==> config.mk <==
export PLATFORM = sky130hd
export DESIGN_NAME = vector_unit
export DESIGN_NICKNAME = d
export VERILOG_FILES = /design/src/vector_unit_pkg.sv /design/src/vector_accumulator.sv /design/src/vector_adder.sv /design/src/vector_multiplier.sv /design/src/vector_unit.sv
export SDC_FILE = /design/constraint.sdc
export NUM_CORES = 2
export LEC_CHECK = 0
export BUFFER_PORTS_ARGS = -buffer_cell sky130_fd_sc_hd__buf_2
export CAP_MARGIN = 40
export CORE_MARGIN = 5
export CORE_UTILIZATION = 60
export DETAILED_ROUTE_END_ITERATION = 10
export PLACE_DENSITY_LB_ADDON = 0.08
export SLEW_MARGIN = 40
export SYNTH_ARGS = -nofsm -noshare
export SYNTH_HDL_FRONTEND = slang
export SYNTH_HIERARCHICAL = 1
export SYNTH_SLANG_ARGS = --single-unit
==> constraint.sdc <==
create_clock -name clk_i -period 16.6 [get_ports clk_i]
set_input_delay 3.32 -clock clk_i [delete_from_list [all_inputs] [get_ports clk_i]]
set_output_delay 3.32 -clock clk_i [all_outputs]
set_load 0.1 [all_outputs]
==> src/vector_unit_pkg.sv <==
`default_nettype none

package vector_unit_pkg;

    // ----------------------------------------
    // Lane geometry
    // ----------------------------------------

    // Width of one lane in each element format
    localparam int LANE16_W = 16;
    localparam int LANE8_W  = 8;

    // Number of lanes packed into a 32-bit operand
    localparam int LANES16 = 2;
    localparam int LANES8  = 4;

    // Right shifts that bring a full product back to Q15 or Q7 scale
    localparam int Q15_SHIFT = 15;
    localparam int Q7_SHIFT  = 7;

    // Saturation bounds of a signed lane
    localparam logic signed [LANE16_W-1:0] LANE16_MAX = 16'sh7FFF;
    localparam logic signed [LANE16_W-1:0] LANE16_MIN = 16'sh8000;
    localparam logic signed [LANE8_W-1:0]  LANE8_MAX  = 8'sh7F;
    localparam logic signed [LANE8_W-1:0]  LANE8_MIN  = 8'sh80;

    // Modes of the accumulator block, picked by the top from the operation
    localparam logic OP_ACCUMULATE = 1'b0;
    localparam logic OP_SATURATE   = 1'b1;

    // ----------------------------------------
    // Encodings
    // ----------------------------------------

    // BIT16 splits a word in two lanes, BIT8 in four
    typedef enum logic {
        BIT16 = 1'b0,
        BIT8  = 1'b1
    } esize_t;

    // Operation code carried down the pipeline
    typedef enum logic [1:0] {
        VMAC  = 2'b00,
        VMULQ = 2'b01,
        VADD  = 2'b10,
        VSUB  = 2'b11
    } vop_t;

    // ----------------------------------------
    // Operand and product words
    // ----------------------------------------

    // One 32-bit operand seen as two or four lanes, lane 0 in the low bits
    typedef union packed {
        logic [LANES16-1:0][LANE16_W-1:0] vect2;
        logic [LANES8-1:0][LANE8_W-1:0]   vect4;
    } vector_t;

    // Full-width products, each twice as wide as its source lane
    typedef union packed {
        logic [LANES16-1:0][2*LANE16_W-1:0] vect2;
        logic [LANES8-1:0][2*LANE8_W-1:0]   vect4;
    } vmul_vector_t;

endpackage : vector_unit_pkg

`default_nettype wire

==> src/vector_accumulator.sv <==
`default_nettype none

// Second stage back end for the multiply operations.
// In accumulate mode all lane products are summed together with the
// accumulator register. In saturate mode each product is brought back to
// Q15 or Q7 scale and clamped to the lane range
module vector_accumulator import vector_unit_pkg::*; (
    // Accumulator value read from the register file
    input  wire logic [31:0]  reg_accumulator_i,

    // Full products from the multiplier stage
    input  wire vmul_vector_t vmul_result_i,

    // OP_ACCUMULATE or OP_SATURATE
    input  wire logic         operation_i,

    // Lane format of the products
    input  wire esize_t       element_size_i,

    output logic [31:0]       result_o,
    output logic              overflow_flag_o
);

    // ----------------------------------------
    // Saturation logic
    // ----------------------------------------

    // Products after the arithmetic right shift, still at full width
    logic signed [2*LANE16_W-1:0] shifted16 [LANES16];
    logic signed [2*LANE8_W-1:0]  shifted8  [LANES8];

    // Clamped Q-format result and the OR of the lanes that clamped
    vector_t saturated_result;
    logic    saturated_flag;

    always_comb begin : product_shift
        // Shift both formats every cycle, only one of them is used below
        for (int i = 0; i < LANES16; i++) begin
            shifted16[i] = $signed(vmul_result_i.vect2[i]) >>> Q15_SHIFT;
        end

        for (int i = 0; i < LANES8; i++) begin
            shifted8[i] = $signed(vmul_result_i.vect4[i]) >>> Q7_SHIFT;
        end
    end : product_shift

    always_comb begin : saturation_logic
        saturated_result = '0;
        saturated_flag   = 1'b0;

        if (element_size_i == BIT16) begin
            for (int i = 0; i < LANES16; i++) begin
                // Only 0x8000 * 0x8000 lands above the upper bound
                if (shifted16[i] > LANE16_MAX) begin
                    saturated_result.vect2[i] = LANE16_MAX;
                    saturated_flag            = 1'b1;
                end else if (shifted16[i] < LANE16_MIN) begin
                    saturated_result.vect2[i] = LANE16_MIN;
                    saturated_flag            = 1'b1;
                end else begin
                    saturated_result.vect2[i] = shifted16[i][LANE16_W-1:0];
                end
            end
        end else begin
            for (int i = 0; i < LANES8; i++) begin
                // Same rule on the narrow lanes with the Q7 bounds
                if (shifted8[i] > LANE8_MAX) begin
                    saturated_result.vect4[i] = LANE8_MAX;
                    saturated_flag            = 1'b1;
                end else if (shifted8[i] < LANE8_MIN) begin
                    saturated_result.vect4[i] = LANE8_MIN;
                    saturated_flag            = 1'b1;
                end else begin
                    saturated_result.vect4[i] = shifted8[i][LANE8_W-1:0];
                end
            end
        end
    end : saturation_logic

    // ----------------------------------------
    // Accumulation logic
    // ----------------------------------------

    // Sum of all lane products, each sign extended to 32 bits
    logic signed [31:0] lane_sum;

    always_comb begin : accumulation_logic
        lane_sum = '0;

        if (element_size_i == BIT16) begin
            // The 32-bit products already fill the sum width
            for (int i = 0; i < LANES16; i++) begin
                lane_sum = lane_sum + $signed(vmul_result_i.vect2[i]);
            end
        end else begin
            // The 16-bit products are sign extended by the signed add
            for (int i = 0; i < LANES8; i++) begin
                lane_sum = lane_sum + $signed(vmul_result_i.vect4[i]);
            end
        end
    end : accumulation_logic

    // ----------------------------------------
    // Output select
    // ----------------------------------------

    always_comb begin : output_select
        case (operation_i)
            OP_SATURATE: begin
                result_o        = saturated_result;
                overflow_flag_o = saturated_flag;
            end

            default: begin
                // Accumulation wraps at 32 bits and never flags
                result_o        = reg_accumulator_i + lane_sum;
                overflow_flag_o = 1'b0;
            end
        endcase
    end : output_select

endmodule : vector_accumulator

`default_nettype wire

==> src/vector_adder.sv <==
`default_nettype none

// Lane-wise saturating adder and subtractor.
// Each lane is computed one bit wider than the lane itself so the true
// signed result is known, then clamped back into the lane range
module vector_adder import vector_unit_pkg::*; (
    input  wire vector_t operand_a_i,
    input  wire vector_t operand_b_i,

    // High for A minus B, low for A plus B
    input  wire logic    subtract_i,

    // Lane format of both operands
    input  wire esize_t  element_size_i,

    output vector_t      result_o,
    output logic         overflow_flag_o
);

    // ----------------------------------------
    // Widened lane arithmetic
    // ----------------------------------------

    // One extra bit holds the carry out of each lane
    logic signed [LANE16_W:0] wide16 [LANES16];
    logic signed [LANE8_W:0]  wide8  [LANES8];

    always_comb begin : lane_arith
        // Both formats are computed, the select below keeps one
        for (int i = 0; i < LANES16; i++) begin
            if (subtract_i) begin
                wide16[i] = $signed(operand_a_i.vect2[i]) - $signed(operand_b_i.vect2[i]);
            end else begin
                wide16[i] = $signed(operand_a_i.vect2[i]) + $signed(operand_b_i.vect2[i]);
            end
        end

        for (int i = 0; i < LANES8; i++) begin
            if (subtract_i) begin
                wide8[i] = $signed(operand_a_i.vect4[i]) - $signed(operand_b_i.vect4[i]);
            end else begin
                wide8[i] = $signed(operand_a_i.vect4[i]) + $signed(operand_b_i.vect4[i]);
            end
        end
    end : lane_arith

    // ----------------------------------------
    // Lane saturation
    // ----------------------------------------

    always_comb begin : lane_saturate
        result_o        = '0;
        overflow_flag_o = 1'b0;

        if (element_size_i == BIT16) begin
            for (int i = 0; i < LANES16; i++) begin
                // Positive overflow clamps high, negative clamps low
                if (wide16[i] > LANE16_MAX) begin
                    result_o.vect2[i] = LANE16_MAX;
                    overflow_flag_o   = 1'b1;
                end else if (wide16[i] < LANE16_MIN) begin
                    result_o.vect2[i] = LANE16_MIN;
                    overflow_flag_o   = 1'b1;
                end else begin
                    result_o.vect2[i] = wide16[i][LANE16_W-1:0];
                end
            end
        end else begin
            for (int i = 0; i < LANES8; i++) begin
                if (wide8[i] > LANE8_MAX) begin
                    result_o.vect4[i] = LANE8_MAX;
                    overflow_flag_o   = 1'b1;
                end else if (wide8[i] < LANE8_MIN) begin
                    result_o.vect4[i] = LANE8_MIN;
                    overflow_flag_o   = 1'b1;
                end else begin
                    result_o.vect4[i] = wide8[i][LANE8_W-1:0];
                end
            end
        end
    end : lane_saturate

endmodule : vector_adder

`default_nettype wire

==> src/vector_multiplier.sv <==
`default_nettype none

// First pipeline stage of the vector unit.
// Every lane of operand A is multiplied by the same lane of operand B
// and the full signed products are captured on the next clock edge
module vector_multiplier import vector_unit_pkg::*; (
    input  wire logic   clk_i,
    input  wire logic   rst_i,

    // Lane format of the operands being multiplied
    input  wire esize_t element_size_i,

    // Source operands
    input  wire vector_t operand_a_i,
    input  wire vector_t operand_b_i,

    // Registered products, one cycle behind the operands
    output vmul_vector_t product_o
);

    // ----------------------------------------
    // Lane multipliers
    // ----------------------------------------

    // Products before the pipeline register
    vmul_vector_t product_d;

    always_comb begin : lane_multiply
        // Cleared first, then each branch fills every product lane
        product_d = '0;

        if (element_size_i == BIT16) begin
            // Two 16x16 signed multiplies giving 32-bit products
            for (int i = 0; i < LANES16; i++) begin
                // Both factors are signed so the product is sign extended
                // to the full width of the product lane
                product_d.vect2[i] = $signed(operand_a_i.vect2[i])
                                   * $signed(operand_b_i.vect2[i]);
            end
        end else begin
            // Four 8x8 signed multiplies giving 16-bit products
            for (int i = 0; i < LANES8; i++) begin
                product_d.vect4[i] = $signed(operand_a_i.vect4[i])
                                   * $signed(operand_b_i.vect4[i]);
            end
        end
    end : lane_multiply

    // ----------------------------------------
    // Pipeline register
    // ----------------------------------------

    // The register loads on every cycle.
    // The stage-1 valid bit in the top tells which products belong to a
    // real operation
    always_ff @(posedge clk_i) begin
        if (rst_i) begin
            product_o <= '0;
        end else begin
            product_o <= product_d;
        end
    end

endmodule : vector_multiplier

`default_nettype wire

==> src/vector_unit.sv <==
`default_nettype none

// Two-stage fixed-point vector execution unit.
// Stage 1 holds the operation and operands next to the multiplier register.
// Stage 2 runs the accumulator and the adder, then registers the result
module vector_unit import vector_unit_pkg::*; (
    input  wire logic        clk_i,
    input  wire logic        rst_i,

    // One operation is accepted on every cycle this strobe is high
    input  wire logic        valid_i,
    input  wire vop_t        op_i,
    input  wire esize_t      element_size_i,
    input  wire vector_t     operand_a_i,
    input  wire vector_t     operand_b_i,
    input  wire logic [31:0] reg_accumulator_i,

    // Result strobe, two cycles after the matching valid_i
    output logic             valid_o,
    output logic [31:0]      result_o,
    output logic             overflow_flag_o
);

    // ----------------------------------------
    // Stage 1 registers
    // ----------------------------------------

    logic        valid_s1;
    vop_t        op_s1;
    esize_t      element_size_s1;
    vector_t     operand_a_s1;
    vector_t     operand_b_s1;
    logic [31:0] accumulator_s1;

    // Stage 1 valid bit, one cycle behind the input strobe
    always_ff @(posedge clk_i) begin
        if (rst_i) begin
            valid_s1 <= 1'b0;
        end else begin
            valid_s1 <= valid_i;
        end
    end

    // Payload loads only with a strobe, idle cycles leave it alone
    always_ff @(posedge clk_i) begin
        if (valid_i) begin
            op_s1           <= op_i;
            element_size_s1 <= element_size_i;
            operand_a_s1    <= operand_a_i;
            operand_b_s1    <= operand_b_i;
            accumulator_s1  <= reg_accumulator_i;
        end
    end

    // Products land in the same edge as the stage 1 registers above
    vmul_vector_t product_s1;

    vector_multiplier u_multiplier (
        .clk_i          ( clk_i          ),
        .rst_i          ( rst_i          ),
        .element_size_i ( element_size_i ),
        .operand_a_i    ( operand_a_i    ),
        .operand_b_i    ( operand_b_i    ),
        .product_o      ( product_s1     )
    );

    // ----------------------------------------
    // Stage 2 datapath
    // ----------------------------------------

    // VMULQ saturates, VMAC accumulates. The adder ops never read this
    logic        accumulator_mode;
    logic        subtract;
    logic [31:0] accumulator_result;
    logic        accumulator_flag;
    vector_t     adder_result;
    logic        adder_flag;

    assign accumulator_mode = (op_s1 == VMULQ) ? OP_SATURATE : OP_ACCUMULATE;
    assign subtract         = (op_s1 == VSUB);

    vector_accumulator u_accumulator (
        .reg_accumulator_i ( accumulator_s1     ),
        .vmul_result_i     ( product_s1         ),
        .operation_i       ( accumulator_mode   ),
        .element_size_i    ( element_size_s1    ),
        .result_o          ( accumulator_result ),
        .overflow_flag_o   ( accumulator_flag   )
    );

    vector_adder u_adder (
        .operand_a_i     ( operand_a_s1    ),
        .operand_b_i     ( operand_b_s1    ),
        .subtract_i      ( subtract        ),
        .element_size_i  ( element_size_s1 ),
        .result_o        ( adder_result    ),
        .overflow_flag_o ( adder_flag      )
    );

    // ----------------------------------------
    // Result select and output register
    // ----------------------------------------

    logic [31:0] select_result;
    logic        select_flag;

    always_comb begin : result_select
        case (op_s1)
            VADD, VSUB: begin
                select_result = adder_result;
                select_flag   = adder_flag;
            end

            default: begin
                select_result = accumulator_result;
                select_flag   = accumulator_flag;
            end
        endcase
    end : result_select

    // Result and flag hold their last value between strobes
    always_ff @(posedge clk_i) begin
        if (rst_i) begin
            valid_o         <= 1'b0;
            result_o        <= '0;
            overflow_flag_o <= 1'b0;
        end else begin
            valid_o <= valid_s1;

            if (valid_s1) begin
                result_o        <= select_result;
                overflow_flag_o <= select_flag;
            end
        end
    end

endmodule : vector_unit

`default_nettype wire

==> flow_metrics.py <==
metrics = {
    "logic_synthesis": {
        "synthMuxAreaShare_pct": 1.45,
        "syn_nets": 6157,
        "syn_inst": 4908,
        "synth_compound_area_share_pct": 12.3,
        "seq_area_frac_synth_pct": 11.3,
        "yosys.area_share.simple_pct": 13.1,
        "ys.flop_type": "edfxtp_1",
        "synth_area_per_cell_sq_um": 8.93,
        "synth-xor-area-share_pct": 5.59,
        "synth_area_sq_um": 43800,
        "synth_fa_ha_area_share_pct": 45.8,
        "synth_seq_cells": 198,
        "synth_edf_count": 99,
        "synth_warnings": 6,
        "synth_cell_types": 98,
        "synthArstFlopShare_pct": 0,
        "synth_top_family_by_area": "adder cells",
    },
    "finish": {
        "fillers": 6425,
        "final_common_cell": "inv_1",
        "drive_gt1_share_pct": 4.88,
        "final_nets": 6180,
        "fin_cells": 5905,
        "mostFrequentLayoutCells": "1051 x inv_1, 739 x fa_1, 408 x ha_1",
        "area_growth_pct": 4.41,
        "final_area_sq_um": 45800,
    },
    "sta": {
        "hold_violations": 0,
        "fin_crit_sh_pct": 55.4,
        "tightestPinTransition_ps": 844,
        "fmax_ghz": 0.109,
        "tns_ps": 0,
        "relSlewSlack_pct": 43.7,
        "rsz0062_at_grt": "no",
        "setup_viol": 0,
        "fin_crit_ps": 9200,
        "finClkSkew_ps": 15.4,
        "slew_violations": 0,
    },
    "setup_path": {
        "max_stage_delay_ps": 930,
        "cp_common_cell": "fa_1",
        "crit_path_cell_trace": "buf_2, nand2_1, inv_1, fa_1, fa_1, fa_1, fa_1, fa_1, inv_1, fa_1, inv_1, ha_1, or3_1, nor2_1, o21ai_0, a211oi_1, o21a_1, o21ai_0, o21ai_0, mux2i_1, o211ai_1",
        "rr_worst_depth": 27,
        "path_max_fanout": 17,
        "critPathSlowestCell": "fa_1",
        "crit_path_start_kind": "input pin",
        "path_class": "input pin to register",
        "worstPathRequired_ps": 16960,
        "endpoint_kind": "register",
        "cp.arrival_ps": 9560,
    },
    "floorplanning": {
        "die_h_um": 280,
        "rows": 99,
        "dieArea_sq_um": 78600,
        "io_pins": 136,
        "die_w_um": 280,
        "fp.coreArea_sq_um": 72700,
        "initial_core_util_pct": 60.3,
    },
    "routing": {
        "vias": 33900,
        "routed_via_density": 5.74,
        "wl_mm": 120,
        "wire_per_inst_um": 20.2,
        "ant_nets": 0,
        "drt_pass1_iterations": 5,
        "drt_iter0_markers": 2573,
        "drc": 0,
    },
    "hold_path": {
        "hp-class": "register to register",
        "hold_depth": 2,
    },
    "cts": {
        "post_cts_resize_count": 0,
        "post_cts_buffers": 0,
        "numCtsBuffers": 17,
        "clock_path_buffers": 2,
        "cts.sinks": 198,
        "ctsRootBufferMaster": "clkbuf_16",
        "clk_latency_ps": 520,
        "htree_levels": 4,
        "cts_tree": "built",
        "path_clk_slew_ps": 80,
        "hold_buffers": 0,
    },
    "global_routing": {
        "grt_first_pass_wirelength_mm": 189,
        "antenna_found_initial": 2,
        "first_global_vias": 34600,
        "track_usage_pct": 30.9,
        "grt.overflow.total": 0,
        "grt_max_degree": 78,
    },
    "placement": {
        "gp_congestion": 0.930,
        "place_area_sq_um": 45200,
        "portBuffers": 135,
        "dp_hpwl_mm": 96.4,
        "dp_cells": 5870,
    },
    "run_status": {
        "status": "finished clean",
    },
    "run": {
        "cap_violations": 0,
    },
}
-- layout make-up --
type                            count  area, sq um  area share [%]
Timing Repair Buffer              147          774            1.69
Clock inverter                     13          113           0.246
Clock buffer                       18          429           0.938
Inverter                         1056         3960            8.66
Sequential cell                   198         4960            10.8
Tap cell                          959         1200            2.62
Multi-Input combinational cell   3511        34300            75.0
Antenna cell                        3         7.51          0.0164
-- through the flow --
step | util, % | hold WS (ps) | setup slack, ps
2_1_floorplan | - | 635 | 7540
3_3_place_gp | 62.2 | 475 | 7010
3_5_place_dp | 62.2 | 474 | 6930
4_1_cts | 62.9 | 485 | 7460
5_1_grt | 62.9 | 508 | 7000
6_report | 62.9 | 486 | 7400
-- cell usage after synthesis (9+ instances only) --
master	instances	area [sq um]
inv_1	1051	3950
fa_1	739	14800
ha_1	408	5100
nand2_1	394	1480
nor2_1	266	998
and2_1	264	1650
a21oi_1	238	1190
xnor2_1	195	1710
o21ai_0	177	886
clkbuf_1	118	443
dfxtp_1	99	1980
edfxtp_1	99	2970
xor2_1	83	727
a21o_1	79	593
a211oi_1	66	495
mux2i_1	53	531
nor3_1	50	250
nand2b_1	46	288
nor2b_1	35	219
nand3_1	32	160
o21a_1	30	225
a31oi_1	26	163
o21bai_1	21	158
o22ai_1	20	125
maj3_1	19	190
o211ai_1	19	143
nand4_1	17	106
a21boi_0	15	113
buf_1	12	45.0
o21ai_1	11	55.1
or3_1	11	68.8
a211o_1	10	87.6
and3_1	9	56.3
o31ai_1	9	67.6
-- path summary, 6_finish.rpt --
path,slack [ps],start,to
min reg2reg,490,result_o[13],result_o[13]
max,7400,operand_b_i[17],u_multiplier/product_o[61]
min,490,result_o[13],result_o[13]
max reg2reg,9570,u_multiplier/product_o[17],result_o[30]
-- cells by family after synthesis --
family / after synthesis
AO/OA/AOI/OAI: 830
AND/OR/NAND/NOR: 1174
buffers and inverters: 1199
multiplexers: 62
flip-flops: 198
adder cells (fa/ha/maj): 1166
XOR/XNOR: 279
-- critical path: cells and delay by family --
family	cells	cell delay, ps
compound gates	6	1090
fa+ha+maj	7	3710
buf+inv	4	600
mux	1	200
simple gates	3	630
-- per-layer routing --
metal | global-route usage (%) | routed length, um
met4 | 8.71 | 3470
met1 | 43.3 | 51500
met5 | 0 | 13
met2 | 50.2 | 55800
met3 | 5.24 | 8740
-- sequential cells by signal, summed over array words and instances (netlist names) --
| name | flops |
|---|---|
| u_multiplier/product_o | 64 |
| accumulator_s1 | 32 |
| operand_a_s1 | 32 |
| operand_b_s1 | 32 |
| result_o | 32 |
| op_s1 | 2 |
| element_size_s1 | 1 |
| overflow_flag_o | 1 |
| valid_o | 1 |
| valid_s1 | 1 |
Power is left out: the tool's default activity adds up to more than one toggle a clock period on the data nets, which glitch-free logic cannot reach.
